[src/source/egress_qs_pkg.sv]
`default_nettype none

package egress_qs_pkg;

    // Stream beat
    localparam int DATA_WID     = 32;
    localparam int DEST_WID     = 2;

    // Buffer geometry, address is {pointer, beat index}
    localparam int NUM_BUFFERS  = 8;
    localparam int BUF_BEATS    = 8;
    localparam int PTR_WID      = 3;
    localparam int LEN_WID      = 4;
    localparam int MEM_ADDR_WID = 6;

    // At least NUM_BUFFERS so the push side never sees a full FIFO
    localparam int DESC_DEPTH   = 8;

    localparam int DROP_CNT_WID = 8;

    typedef struct packed {
        logic [PTR_WID-1:0]  ptr;
        logic [LEN_WID-1:0]  len;
        logic [DEST_WID-1:0] dest;
    } desc_t;

    typedef enum logic [1:0] {
        W_IDLE,
        W_DATA,
        W_DISCARD
    } wr_state_e;

    typedef enum logic {
        R_IDLE,
        R_READ
    } rd_state_e;

endpackage

`default_nettype wire

[src/source/stream_if.sv]
`timescale 1ns/1ps
`default_nettype none

// Packet stream, one beat per valid/ready handshake
interface stream_if;
    import egress_qs_pkg::*;

    logic                valid;
    logic                ready;
    logic [DATA_WID-1:0] data;
    logic                last;
    logic [DEST_WID-1:0] dest;

    modport src (output valid, data, last, dest, input ready);
    modport dst (input valid, data, last, dest, output ready);

endinterface

`default_nettype wire

[src/source/egress_ctrl.sv]
`timescale 1ns/1ps
`default_nettype none

module egress_ctrl (
    input  logic                                   clk,
    input  logic                                   i_arst_n,
    input  logic                                   i_soft_reset,
    input  logic                                   i_enable,
    input  logic                                   i_drop_clear,
    input  logic                                   i_drop,
    input  logic                                   i_in_valid,
    output logic                                   o_in_ready,
    input  logic [egress_qs_pkg::DATA_WID-1:0]     i_in_data,
    input  logic                                   i_in_last,
    input  logic [egress_qs_pkg::DEST_WID-1:0]     i_in_dest,
    output logic                                   o_out_valid,
    input  logic                                   i_out_ready,
    output logic [egress_qs_pkg::DATA_WID-1:0]     o_out_data,
    output logic                                   o_out_last,
    output logic [egress_qs_pkg::DEST_WID-1:0]     o_out_dest,
    stream_if.src                                  q_in,
    stream_if.dst                                  q_out,
    output logic                                   o_local_rst,
    output logic [egress_qs_pkg::DROP_CNT_WID-1:0] o_drop_count
);
    import egress_qs_pkg::*;

    logic                bypass;
    logic                byp_room;
    logic                byp_valid;
    logic [DATA_WID-1:0] byp_data;
    logic                byp_last;
    logic [DEST_WID-1:0] byp_dest;

    // --------------------
    // Local reset
    // --------------------
    always_ff @(posedge clk or negedge i_arst_n) begin
        if (!i_arst_n) begin
            o_local_rst <= 1'b1;
        end else begin
            o_local_rst <= i_soft_reset;
        end
    end

    // --------------------
    // Bypass stage
    // --------------------
    assign bypass   = !i_enable;
    assign byp_room = !byp_valid || i_out_ready;

    always_ff @(posedge clk or negedge i_arst_n) begin
        if (!i_arst_n) begin
            byp_valid <= 1'b0;
        end else if (o_local_rst) begin
            byp_valid <= 1'b0;
        end else if (byp_room) begin
            byp_valid <= i_in_valid && bypass;
        end
    end

    always_ff @(posedge clk) begin
        if (byp_room && i_in_valid) begin
            byp_data <= i_in_data;
            byp_last <= i_in_last;
            byp_dest <= i_in_dest;
        end
    end

    // Queue path, the writer never stalls in queue mode
    assign q_in.valid  = i_in_valid && !bypass;
    assign q_in.data   = i_in_data;
    assign q_in.last   = i_in_last;
    assign q_in.dest   = i_in_dest;
    assign q_out.ready = i_out_ready && !bypass;

    assign o_in_ready  = bypass ? byp_room  : q_in.ready;
    assign o_out_valid = bypass ? byp_valid : q_out.valid;
    assign o_out_data  = bypass ? byp_data  : q_out.data;
    assign o_out_last  = bypass ? byp_last  : q_out.last;
    assign o_out_dest  = bypass ? byp_dest  : q_out.dest;

    // Saturating drop count
    always_ff @(posedge clk or negedge i_arst_n) begin
        if (!i_arst_n) begin
            o_drop_count <= '0;
        end else if (o_local_rst || i_drop_clear) begin
            o_drop_count <= '0;
        end else if (i_drop && (o_drop_count != '1)) begin
            o_drop_count <= o_drop_count + 1'b1;
        end
    end

endmodule

`default_nettype wire

[src/source/buf_alloc.sv]
`timescale 1ns/1ps
`default_nettype none

module buf_alloc (
    input  logic                              clk,
    input  logic                              i_arst_n,
    input  logic                              i_local_rst,
    output logic                              o_avail,
    output logic [egress_qs_pkg::PTR_WID-1:0] o_ptr,
    input  logic                              i_take,
    input  logic                              i_free,
    input  logic [egress_qs_pkg::PTR_WID-1:0] i_free_ptr,
    input  logic                              i_free2,
    input  logic [egress_qs_pkg::PTR_WID-1:0] i_free2_ptr,
    output logic                              o_init_done
);
    import egress_qs_pkg::*;

    // Extra index bit tells a full list from an empty one
    logic [PTR_WID-1:0] free_list [NUM_BUFFERS];
    logic [PTR_WID:0]   rd_idx;
    logic [PTR_WID:0]   wr_idx;
    logic [PTR_WID:0]   wr_idx2;

    assign wr_idx2 = wr_idx + (PTR_WID+1)'(i_free);
    assign o_avail = o_init_done && (wr_idx != rd_idx);
    assign o_ptr   = free_list[rd_idx[PTR_WID-1:0]];

    always_ff @(posedge clk or negedge i_arst_n) begin
        if (!i_arst_n) begin
            rd_idx      <= '0;
            wr_idx      <= '0;
            o_init_done <= 1'b0;
        end else if (i_local_rst) begin
            rd_idx      <= '0;
            wr_idx      <= '0;
            o_init_done <= 1'b0;
        end else if (!o_init_done) begin
            // Fill with every buffer index, one per cycle
            wr_idx <= wr_idx + 1'b1;
            if (wr_idx == (PTR_WID+1)'(NUM_BUFFERS - 1)) begin
                o_init_done <= 1'b1;
            end
        end else begin
            if (i_take) begin
                rd_idx <= rd_idx + 1'b1;
            end
            wr_idx <= wr_idx2 + (PTR_WID+1)'(i_free2);
        end
    end

    always_ff @(posedge clk) begin
        if (!o_init_done) begin
            free_list[wr_idx[PTR_WID-1:0]] <= wr_idx[PTR_WID-1:0];
        end else begin
            if (i_free) begin
                free_list[wr_idx[PTR_WID-1:0]] <= i_free_ptr;
            end
            if (i_free2) begin
                free_list[wr_idx2[PTR_WID-1:0]] <= i_free2_ptr;
            end
        end
    end

endmodule

`default_nettype wire

[src/source/buf_mem.sv]
`timescale 1ns/1ps
`default_nettype none

module buf_mem (
    input  logic                                   clk,
    input  logic                                   i_wr_en,
    input  logic [egress_qs_pkg::MEM_ADDR_WID-1:0] i_wr_addr,
    input  logic [egress_qs_pkg::DATA_WID-1:0]     i_wr_data,
    input  logic [egress_qs_pkg::MEM_ADDR_WID-1:0] i_rd_addr,
    output logic [egress_qs_pkg::DATA_WID-1:0]     o_rd_data
);
    import egress_qs_pkg::*;

    logic [DATA_WID-1:0] mem [2**MEM_ADDR_WID];

    // Read data lands one cycle after the address
    always_ff @(posedge clk) begin
        if (i_wr_en) begin
            mem[i_wr_addr] <= i_wr_data;
        end
        o_rd_data <= mem[i_rd_addr];
    end

endmodule

`default_nettype wire

[src/source/pkt_writer.sv]
`timescale 1ns/1ps
`default_nettype none

module pkt_writer (
    input  logic                                   clk,
    input  logic                                   i_arst_n,
    input  logic                                   i_local_rst,
    stream_if.dst                                  q_in,
    input  logic                                   i_avail,
    input  logic [egress_qs_pkg::PTR_WID-1:0]      i_ptr,
    output logic                                   o_take,
    output logic                                   o_free,
    output logic [egress_qs_pkg::PTR_WID-1:0]      o_free_ptr,
    output logic                                   o_wr_en,
    output logic [egress_qs_pkg::MEM_ADDR_WID-1:0] o_wr_addr,
    output logic [egress_qs_pkg::DATA_WID-1:0]     o_wr_data,
    output logic                                   o_push,
    output egress_qs_pkg::desc_t                   o_desc,
    output logic                                   o_drop
);
    import egress_qs_pkg::*;

    wr_state_e           state;
    wr_state_e           state_nxt;
    logic                accept;
    logic                beat;
    logic                idle;
    logic                oversize;
    logic [PTR_WID-1:0]  cur_ptr;
    logic [DEST_WID-1:0] cur_dest;
    logic [LEN_WID-1:0]  idx;

    assign q_in.ready = accept;
    assign beat       = q_in.valid && accept;
    assign idle       = (state == W_IDLE);
    assign oversize   = (state == W_DATA) && (idx == LEN_WID'(BUF_BEATS));

    assign o_take     = beat && idle && i_avail;
    assign o_wr_en    = o_take || (beat && (state == W_DATA) && !oversize);
    assign o_wr_addr  = idle ? {i_ptr, {(MEM_ADDR_WID-PTR_WID){1'b0}}}
                             : {cur_ptr, idx[MEM_ADDR_WID-PTR_WID-1:0]};
    assign o_wr_data  = q_in.data;
    assign o_free     = beat && oversize;
    assign o_free_ptr = cur_ptr;
    // One pulse per dropped packet, on its first or its overflow beat
    assign o_drop     = beat && ((idle && !i_avail) || oversize);

    always_comb begin
        state_nxt = state;
        case (state)
            W_IDLE: begin
                if (beat && !q_in.last) begin
                    state_nxt = i_avail ? W_DATA : W_DISCARD;
                end
            end
            W_DATA: begin
                if (beat && q_in.last) begin
                    state_nxt = W_IDLE;
                end else if (beat && oversize) begin
                    state_nxt = W_DISCARD;
                end
            end
            W_DISCARD: begin
                if (beat && q_in.last) begin
                    state_nxt = W_IDLE;
                end
            end
            default: state_nxt = W_IDLE;
        endcase
    end

    always_ff @(posedge clk or negedge i_arst_n) begin
        if (!i_arst_n) begin
            state  <= W_IDLE;
            accept <= 1'b0;
            o_push <= 1'b0;
        end else begin
            accept <= !i_local_rst;
            if (i_local_rst) begin
                state  <= W_IDLE;
                o_push <= 1'b0;
            end else begin
                state  <= state_nxt;
                o_push <= o_wr_en && q_in.last;
            end
        end
    end

    // Descriptor is built alongside each write and pushed a cycle later
    always_ff @(posedge clk) begin
        if (o_take) begin
            cur_ptr  <= i_ptr;
            cur_dest <= q_in.dest;
        end
        if (o_wr_en) begin
            idx <= idle ? LEN_WID'(1) : idx + 1'b1;
        end
        o_desc.ptr  <= idle ? i_ptr : cur_ptr;
        o_desc.len  <= idle ? LEN_WID'(1) : idx + 1'b1;
        o_desc.dest <= idle ? q_in.dest : cur_dest;
    end

endmodule

`default_nettype wire

[src/source/desc_fifo.sv]
`timescale 1ns/1ps
`default_nettype none

module desc_fifo (
    input  logic                 clk,
    input  logic                 i_arst_n,
    input  logic                 i_local_rst,
    input  logic                 i_push,
    input  egress_qs_pkg::desc_t i_desc,
    input  logic                 i_pop,
    output logic                 o_valid,
    output egress_qs_pkg::desc_t o_desc
);
    import egress_qs_pkg::*;

    desc_t                       entries [DESC_DEPTH];
    logic [$clog2(DESC_DEPTH):0] wr_idx;
    logic [$clog2(DESC_DEPTH):0] rd_idx;

    assign o_valid = (wr_idx != rd_idx);
    assign o_desc  = entries[rd_idx[$clog2(DESC_DEPTH)-1:0]];

    always_ff @(posedge clk or negedge i_arst_n) begin
        if (!i_arst_n) begin
            wr_idx <= '0;
            rd_idx <= '0;
        end else if (i_local_rst) begin
            wr_idx <= '0;
            rd_idx <= '0;
        end else begin
            if (i_push) begin
                wr_idx <= wr_idx + 1'b1;
            end
            if (i_pop) begin
                rd_idx <= rd_idx + 1'b1;
            end
        end
    end

    always_ff @(posedge clk) begin
        if (i_push) begin
            entries[wr_idx[$clog2(DESC_DEPTH)-1:0]] <= i_desc;
        end
    end

endmodule

`default_nettype wire

[src/source/pkt_reader.sv]
`timescale 1ns/1ps
`default_nettype none

module pkt_reader (
    input  logic                                   clk,
    input  logic                                   i_arst_n,
    input  logic                                   i_local_rst,
    input  logic                                   i_desc_valid,
    input  egress_qs_pkg::desc_t                   i_desc,
    output logic                                   o_pop,
    output logic [egress_qs_pkg::MEM_ADDR_WID-1:0] o_rd_addr,
    input  logic [egress_qs_pkg::DATA_WID-1:0]     i_rd_data,
    stream_if.src                                  q_out,
    output logic                                   o_free,
    output logic [egress_qs_pkg::PTR_WID-1:0]      o_free_ptr
);
    import egress_qs_pkg::*;

    rd_state_e           state;
    desc_t               cur;
    logic [LEN_WID-1:0]  rd_cnt;
    logic                issue;
    logic                rd_pend;
    logic                pend_last;
    logic                pf_valid;
    logic                pf_last;
    logic [DATA_WID-1:0] pf_data;
    logic                out_valid;
    logic                out_last;
    logic [DATA_WID-1:0] out_data;
    logic                out_xfer;
    logic                out_free;
    logic [1:0]          slots;

    assign out_xfer = out_valid && q_out.ready;
    assign out_free = !out_valid || q_out.ready;

    // Words held or in flight after this edge, at most one more may be issued
    assign slots = 2'(out_valid) + 2'(pf_valid) + 2'(rd_pend) - 2'(out_xfer);
    assign issue = (state == R_READ) && (rd_cnt != cur.len) && (slots <= 2'd1);

    assign o_pop      = (state == R_IDLE) && i_desc_valid;
    assign o_rd_addr  = {cur.ptr, rd_cnt[MEM_ADDR_WID-PTR_WID-1:0]};
    assign o_free     = out_xfer && out_last;
    assign o_free_ptr = cur.ptr;

    assign q_out.valid = out_valid;
    assign q_out.data  = out_data;
    assign q_out.last  = out_last;
    assign q_out.dest  = cur.dest;

    always_ff @(posedge clk or negedge i_arst_n) begin
        if (!i_arst_n) begin
            state     <= R_IDLE;
            rd_cnt    <= '0;
            rd_pend   <= 1'b0;
            pf_valid  <= 1'b0;
            out_valid <= 1'b0;
        end else if (i_local_rst) begin
            state     <= R_IDLE;
            rd_cnt    <= '0;
            rd_pend   <= 1'b0;
            pf_valid  <= 1'b0;
            out_valid <= 1'b0;
        end else begin
            rd_pend <= issue;
            if (o_pop) begin
                state  <= R_READ;
                rd_cnt <= '0;
            end else if (o_free) begin
                state <= R_IDLE;
            end
            if (issue) begin
                rd_cnt <= rd_cnt + 1'b1;
            end
            if (out_free) begin
                out_valid <= pf_valid || rd_pend;
                pf_valid  <= pf_valid && rd_pend;
            end else if (rd_pend) begin
                pf_valid <= 1'b1;
            end
        end
    end

    // Memory word goes to the output if it is free, else to the prefetch register
    always_ff @(posedge clk) begin
        if (o_pop) begin
            cur <= i_desc;
        end
        if (issue) begin
            pend_last <= (rd_cnt == cur.len - 1'b1);
        end
        if (out_free) begin
            out_data <= pf_valid ? pf_data : i_rd_data;
            out_last <= pf_valid ? pf_last : pend_last;
        end
        if (rd_pend && (pf_valid || !out_free)) begin
            pf_data <= i_rd_data;
            pf_last <= pend_last;
        end
    end

endmodule

`default_nettype wire

[src/source/egress_qs_top.sv]
`timescale 1ns/1ps
`default_nettype none

module egress_qs_top (
    input  logic                                   clk,
    input  logic                                   i_arst_n,
    input  logic                                   i_soft_reset,
    input  logic                                   i_enable,
    input  logic                                   i_drop_clear,
    input  logic                                   i_in_valid,
    output logic                                   o_in_ready,
    input  logic [egress_qs_pkg::DATA_WID-1:0]     i_in_data,
    input  logic                                   i_in_last,
    input  logic [egress_qs_pkg::DEST_WID-1:0]     i_in_dest,
    output logic                                   o_out_valid,
    input  logic                                   i_out_ready,
    output logic [egress_qs_pkg::DATA_WID-1:0]     o_out_data,
    output logic                                   o_out_last,
    output logic [egress_qs_pkg::DEST_WID-1:0]     o_out_dest,
    output logic                                   o_init_done,
    output logic [egress_qs_pkg::DROP_CNT_WID-1:0] o_drop_count
);
    import egress_qs_pkg::*;

    logic                    local_rst;
    logic                    drop;
    logic                    avail;
    logic                    take;
    logic [PTR_WID-1:0]      alloc_ptr;
    logic                    wr_free;
    logic [PTR_WID-1:0]      wr_free_ptr;
    logic                    rd_free;
    logic [PTR_WID-1:0]      rd_free_ptr;
    logic                    mem_wr_en;
    logic [MEM_ADDR_WID-1:0] mem_wr_addr;
    logic [DATA_WID-1:0]     mem_wr_data;
    logic [MEM_ADDR_WID-1:0] mem_rd_addr;
    logic [DATA_WID-1:0]     mem_rd_data;
    logic                    push;
    desc_t                   push_desc;
    logic                    pop;
    logic                    desc_valid;
    desc_t                   head_desc;

    stream_if q_in ();
    stream_if q_out ();

    egress_ctrl u_ctrl (
        .clk,
        .i_arst_n,
        .i_soft_reset,
        .i_enable,
        .i_drop_clear,
        .i_drop       (drop),
        .i_in_valid,
        .o_in_ready,
        .i_in_data,
        .i_in_last,
        .i_in_dest,
        .o_out_valid,
        .i_out_ready,
        .o_out_data,
        .o_out_last,
        .o_out_dest,
        .q_in         (q_in),
        .q_out        (q_out),
        .o_local_rst  (local_rst),
        .o_drop_count
    );

    // Reader frees on port 1, writer returns oversize buffers on port 2
    buf_alloc u_alloc (
        .clk,
        .i_arst_n,
        .i_local_rst (local_rst),
        .o_avail     (avail),
        .o_ptr       (alloc_ptr),
        .i_take      (take),
        .i_free      (rd_free),
        .i_free_ptr  (rd_free_ptr),
        .i_free2     (wr_free),
        .i_free2_ptr (wr_free_ptr),
        .o_init_done
    );

    buf_mem u_mem (
        .clk,
        .i_wr_en   (mem_wr_en),
        .i_wr_addr (mem_wr_addr),
        .i_wr_data (mem_wr_data),
        .i_rd_addr (mem_rd_addr),
        .o_rd_data (mem_rd_data)
    );

    pkt_writer u_writer (
        .clk,
        .i_arst_n,
        .i_local_rst (local_rst),
        .q_in        (q_in),
        .i_avail     (avail),
        .i_ptr       (alloc_ptr),
        .o_take      (take),
        .o_free      (wr_free),
        .o_free_ptr  (wr_free_ptr),
        .o_wr_en     (mem_wr_en),
        .o_wr_addr   (mem_wr_addr),
        .o_wr_data   (mem_wr_data),
        .o_push      (push),
        .o_desc      (push_desc),
        .o_drop      (drop)
    );

    desc_fifo u_fifo (
        .clk,
        .i_arst_n,
        .i_local_rst (local_rst),
        .i_push      (push),
        .i_desc      (push_desc),
        .i_pop       (pop),
        .o_valid     (desc_valid),
        .o_desc      (head_desc)
    );

    pkt_reader u_reader (
        .clk,
        .i_arst_n,
        .i_local_rst  (local_rst),
        .i_desc_valid (desc_valid),
        .i_desc       (head_desc),
        .o_pop        (pop),
        .o_rd_addr    (mem_rd_addr),
        .i_rd_data    (mem_rd_data),
        .q_out        (q_out),
        .o_free       (rd_free),
        .o_free_ptr   (rd_free_ptr)
    );

endmodule

`default_nettype wire

[config.mk]
export PLATFORM = sky130hd
export DESIGN_NAME = egress_qs_top
export DESIGN_NICKNAME = d
export VERILOG_FILES = /design/src/source/egress_qs_pkg.sv /design/src/source/stream_if.sv /design/src/source/egress_ctrl.sv /design/src/source/buf_alloc.sv /design/src/source/buf_mem.sv /design/src/source/pkt_writer.sv /design/src/source/desc_fifo.sv /design/src/source/pkt_reader.sv /design/src/source/egress_qs_top.sv
export SDC_FILE = /design/constraint.sdc
export NUM_CORES = 2
export LEC_CHECK = 0
export BUFFER_PORTS_ARGS = -buffer_cell sky130_fd_sc_hd__buf_2
export CAP_MARGIN = 15
export CORE_MARGIN = 2
export CORE_UTILIZATION = 60
export CTS_CLUSTER_DIAMETER = 50
export DETAILED_ROUTE_END_ITERATION = 7
export PLACE_DENSITY = 0.8
export SYNTH_ARGS = -nofsm -noshare
export SYNTH_HDL_FRONTEND = slang
export SYNTH_SLANG_ARGS = --single-unit
[constraint.sdc]
create_clock -name clk -period 5.1 [get_ports clk]
set_clock_uncertainty 0.1 [all_clocks]
set_input_delay 0 -clock clk [delete_from_list [all_inputs] [get_ports clk]]
set_output_delay 0 -clock clk [all_outputs]
set_load 0.01 [all_outputs]
* Word-level counts from Yosys, hierarchy flattened *
Memory sizes are Yosys's and may differ from the RTL's. A register that Yosys moved wholly into a read port is not among the register bits.
Index checks and enable logic that the tools add are counted.
Widths: inputs -> output; s select.

cells by class
  reduce and logical (&&, ||, !) cells = 53
  $add $sub $neg = 13
  equality and inequality tests = 12
  $lt $le $gt $ge = 1
  multiplexer cells = 59
  bitwise operators = 2

operators with widths
  cell                 number
  $mux 32              2
  $mux 4               13
  $mux 1               30
  $logic_and 1x1->1    25
  $add 4x1->4 const B  6
  $mux 2               8
  $mux 8               2
  $reduce_bool 2->1    7
  $ne 4x4->1           3
  $reduce_bool 3->1    3
  $add 4x1->4          2
  $add 8x1->8 const B  1
  $logic_not 1->1      8
  $ne 8x8->1 const B   1
  $logic_or 1x1->1     7
  $mux 3               2
  $mux 6               1
  $pmux 2 s3           1
  $eq 4x3->1 const B   1
  $eq 4x4->1           1
  $eq 4x4->1 const B   1
  $ne 4x4->1 const B   1
  $sub 4x1->4 const B  1
  $ne 3x2->1 const B   1
  12 further kinds     12

word-level totals
  input bits = 42
  memory bits (writable) = 2144
  memories kept = 3
  flip-flop bits (word level) = 159
  logic and storage cells = 173
  output and inout port bits = 46

memories
  memory             words  width  read ports  clocked after Yosys merged registers in  write ports  line             RTL
  u_mem.mem          64     32     1           1                                        1            buf_mem.sv:14    logic [DATA_WID-1:0] mem [2**MEM_ADDR_WID];
  u_fifo.entries     8      9      1           1                                        1            desc_fifo.sv:16  desc_t entries [DESC_DEPTH];
  u_alloc.free_list  8      3      1           0                                        2            buf_alloc.sv:20  logic [PTR_WID-1:0] free_list [NUM_BUFFERS];

* Depth between registers and ports, before layout *
  depth in word-level cells = 9
  mapped depth = 11
  depth with buffers taken out = 10

* Cells and area by module *
From an unflattened synthesis, not the netlist that was laid out.

second synthesis, totals
  cell total of the unflattened synthesis = 4085
  area total of the unflattened synthesis = 90480.5 µm²

by module, submodules not included
  module       instances  cells an instance  sequential area each (µm²)  area an instance (µm²)
  buf_mem      1          3324               62139.6                     78515.3
  pkt_reader   1          189                2482.4                      3353.2
  desc_fifo    1          155                2362.3                      3228.1
  egress_ctrl  1          166                1302.5                      2311.0
  buf_alloc    1          155                945.9                       1989.4
  pkt_writer   1          96                 550.5                       1083.5

* Worst setup path after synthesis *
OpenSTA, ideal clock, no wires.

  kind = flip-flop to flip-flop
  start = register u_alloc.rd_idx[0]
  end = memory u_mem.mem[32][0] (enable)
  stages on the path, launching flop included = 9
  buffers on the path = 3
  arrival = 3.421 ns
  clock period less this slack = 3.942 ns
  library setup time = 0.421 ns
  required time = 4.579 ns
  setup slack = 1.158 ns
  path through = dfrtp_1 > buf_6 > mux4_1 > mux2_2 > mux2_4 > or2_1 > buf_6 > buf_6 > nor2_1

between the ends
  elaborated cells on any way between the ends = 8
  those cells by class = eq/ne: 1; mux: 3; reduce/logical: 3; memory: 1

RTL lines
  item                      line                 RTL
  start: declaration        buf_alloc.sv:21      logic [PTR_WID:0] rd_idx;
  start signal: assignment  buf_alloc.sv:46      rd_idx <= rd_idx + 1'b1;
  $mem_v2 8x3               n/a
  named net alloc_ptr[1]    egress_qs_top.sv:29  logic [PTR_WID-1:0] alloc_ptr;
  $mux 6                    pkt_writer.sv:40     assign o_wr_addr = idle ? {i_ptr, {(MEM_ADDR_WID-PTR_WID){1'b0}}}
  named net mem_wr_addr[4]  egress_qs_top.sv:35  logic [MEM_ADDR_WID-1:0] mem_wr_addr;
  end: declaration          buf_mem.sv:14

The timed path passes the listed nets, and every way through them passes these cells.

* Worst setup path in the final report *
  start = register u_alloc.rd_idx[0]
  end = memory u_mem.mem[43][9] (enable)

Same word-level chain as after synthesis.

==> impl_metrics.csv <==
group,metric,value,unit
grt,grt_usage,0.3203,
sta,setup_viol,0,
route,final_antenna_net_count,0,
grt,grt_pass1_wl,341900,um
clock_tree,cts_tree,"built",
pwr,peakVddDrop,0.3283,mV
critical_path,slowest_delay,0.92,ns
sta,worstMarginPinSlew,1.143,ns
yosys,synthSimpleGateAreaFrac,0.02585,
yosys,avgSynthCellArea,21.77,um^2
place,routabilityCongestion,0.8768,
floorplanning,num_rows,141,
yosys,yosysSeqAreaShare,0.7799,
yosys,synthTopCellsByArea,"edfxtp_1 76%, mux4_2 13%, mux2_2 1.7%",
critical_path,critPathBufInv,1,
critical_path,path_class,"reg2reg",
pwr,p_leak,31.32,nW
final_layout,fin_nets,4466,
floorplanning,start_util,0.6053,
yosys,synthCells,4110,
yosys,synth_top_area_share,0.7598,
grt,met2_usage,0.5004,
grt,gr-max-usage-layer,"met2",
critical_path,path_cells,"mux4_1, mux2_2, mux2_4, nand2b_2, nor2_4, buf_4",
critical_path,cp.arrival,4.64,ns
route,num_vias,46953,
sta,relSlewSlack,0.2345,
clock_tree,postCtsResizedCells,0,
final_layout,syn2layout_area_growth,13.60,%
job,max_cap_violations,0,
sta,post-route-period-util,0.8155,
yosys,synth_area_leader_cell,"edfxtp_1",
yosys,synth_common_cells,"2264 x edfxtp_1, 518 x mux4_2, 134 x mux2_2",
route,dr.pass1.iters,7,
yosys,ys_async_sr_fraction,0.01664,
outcome,status,"finished clean",
yosys,synth.most_common_cell,"edfxtp_1",
route,drc,0,
yosys,yosysUniqueCellTypes,60,
clock_tree,clk_pin_slew,0.06,ns
route,routed_wirelength,241100,um
clock_tree,clockBufferDepth,3,
clock_tree,cts_made_buffers,220,
floorplanning,die_height,390.2,um
clock_tree,clock-sinks,2344,
sta,drv_slew,0,
critical_path,cp.required,5.58,ns
pwr,powerDensity,387.7,nW/um^2
sta,max_freq,240.4,MHz
yosys,synth_top_family_by_area,"multiplexers",
critical_path,critPathTopFamily,"simple AND/OR/NAND/NOR gates",
critical_path,critPathLaunchType,"register",
yosys,synth_compound_area_frac,0.02439,
yosys,synth.cell_area,89480,um^2
route,drtIter0Drc,8035,
clock_tree,clk_latency,0.86,ns
yosys,synth_seq_cells,2344,
yosys,synth_edf_count,2264,
sta,timing.hold.ws,0.06025,ns
grt,use_met1,0.4246,
yosys,synthXorXnorAreaFrac,0.003426,
yosys,synthMuxAreaShare,0.1526,
critical_path,worstSetupEndpointType,"register",
grt,grt_max_degree,87,
route,wl_per_cell,36.91,um
clock_tree,clock-root-buffer,"clkbuf_16",
grt,grt_pass1_vias,46329,
floorplanning,io_pins,88,
critical_path,critPathSlowestCell,"nor2_4",
yosys,synth_fa_ha_area_frac,0.002097,
place,portBuffers,87,
final_layout,layout-drive-gt1-share,0.2930,
sta,final.setup.tns,0,ns
grt,overflow,0,
worst_hold_path,min_path_type,"in2reg",
grt,antenna_found_initial,13,
yosys,synth_fp_nets,4167,
clock_tree,cts-htree-levels,4,
critical_path,crit_fanout,24,
floorplanning,die_area,152200,um^2
sta,rsz0062_at_grt,"false",
floorplanning,die_x,390.2,um
floorplanning,core_region_area,147800,um^2
sta,fin_crit,4.159,ns
route,routed_via_density,7.189,
sta,hold_viol_final,0,
yosys,yosys_warnings,0,
place,dp_hpwl,130300,um
yosys,synth_flop_cell,"edfxtp_1",
grt,met3_usage,0.07969,
==> worst paths after layout <==
path,startpoint,end,slack (ns),cells past startpoint
hold reg to reg,u_mem.o_rd_data[29],u_reader.pf_data[29],0.34,0
hold / removal,i_in_last,u_writer.state[1],0.06,4
min in group asynchronous,i_arst_n,u_ctrl.o_local_rst,0.16,3
setup reg to reg,u_alloc.rd_idx[0],u_mem.mem[43][9],0.94,6
setup / recovery,u_alloc.rd_idx[0],u_mem.mem[43][9],0.94,6
max in group asynchronous,i_arst_n,u_reader.rd_cnt[2],4.47,4
==> logic make-up (layout without fill, tap and decap cells) <==
family / count (synthesis) / in the layout
XOR/XNOR: 35 / 35
AND/OR/NAND/NOR: 475 / 475
multiplexers: 689 / 689
flip-flops: 2344 / 2344
adder cells (fa/ha/maj): 15 / 15
buffers and inverters: 248 / 738
other: 0 / 1
AO/OA/AOI/OAI: 304 / 304
==> power by group <==
group	total (mW)	switching, mW	leakage [nW]	internal, mW
Combinational	0.784	0.597	6.27	0.186
Sequential	21.2	0.0418	21.3	21.1
Clock	17.4	7.32	3.75	10.1
==> per-stage QoR <==
step	power, mW	util	cells	worst slack [ns]	cell area (um^2)
after CTS	39.43	0.6873	6528	0.9805	101600
after global placement	22.29	0.6311	6062	1.034	93310
after detailed placement	22.32	0.6313	6063	1.005	93330
after floorplan	21.80	-	4110	1.158	89480
after global routing	40.13	0.6876	6530	0.8523	101700
final	39.42	0.6876	6531	0.9409	101700
==> layout by cell type (no fill, tap or decap), drive strengths merged, types with 27 or more instances in the layout <==
cell / count
edfxtp: 2264
mux4: 524
clkbuf: 271
buf: 255
mux2: 136
nor2: 124
nand2: 94
nand3: 92
clkinv: 87
o22ai: 68
a22oi: 57
dlygate4sd3: 51
o221ai: 47
nand4: 45
dfxtp: 41
nor2b: 39
bufinv: 38
dfrtp: 38
o21ai: 36
mux2i: 29
a211oi: 27
==> tightest hold or removal path, delay by kind of cell <==
family          cells  cell delay [ns]
simple gates        1             0.09
compound gates      1             0.16
buf+inv             2             0.70
==> metal layers <==
layer,wire [um],vias to the layer above,share of wire
met5,47,-,0.00019
met4,15370,6,0.064
met3,31050,789,0.13
li1,-,17897,-
met1,79890,24006,0.33
met2,114700,4255,0.48
==> final cells by class <==
class	instances	area, um^2
Fill cell	8274	46190
Tap cell	1930	2415
Clock inverter	142	1886
Antenna cell	1	2.502
Multi-Input combinational cell	1518	19180
Clock buffer	271	5859
Timing Repair Buffer	306	2445
Sequential cell	2344	69800
Inverter	19	71.32
==> repair_timing <==
| action | CTS | global route |
|---|---|---|
| hold buffers | 52 | 0 |
| setup buffers | 0 | 0 |
| endpoints found under the hold margin | 2104 | 0 |
==> sequential cells by signal (all words and copies together), names as in the netlist, 2 cells and up <==
| signal | cells |
|---|---|
| u_mem.mem | 2048 |
| u_fifo.entries | 72 |
| u_ctrl.byp_data | 32 |
| u_mem.o_rd_data | 32 |
| u_reader.pf_data | 32 |
| u_reader.q_out.data | 32 |
| u_alloc.free_list | 24 |
| u_writer.o_desc | 9 |
| u_ctrl.o_drop_count | 8 |
| u_alloc.rd_idx | 4 |
| u_alloc.wr_idx | 4 |
| u_fifo.rd_idx | 4 |
| u_fifo.wr_idx | 4 |
| u_reader.cur | 4 |
| u_reader.rd_cnt | 4 |
| u_writer.idx | 4 |
| u_reader.o_free_ptr | 3 |
| u_writer.o_free_ptr | 3 |
| u_ctrl.byp_dest | 2 |
| u_reader.q_out.dest | 2 |
| u_writer.cur_dest | 2 |
| u_writer.state | 2 |
Power figures use the tool's default switching activity.
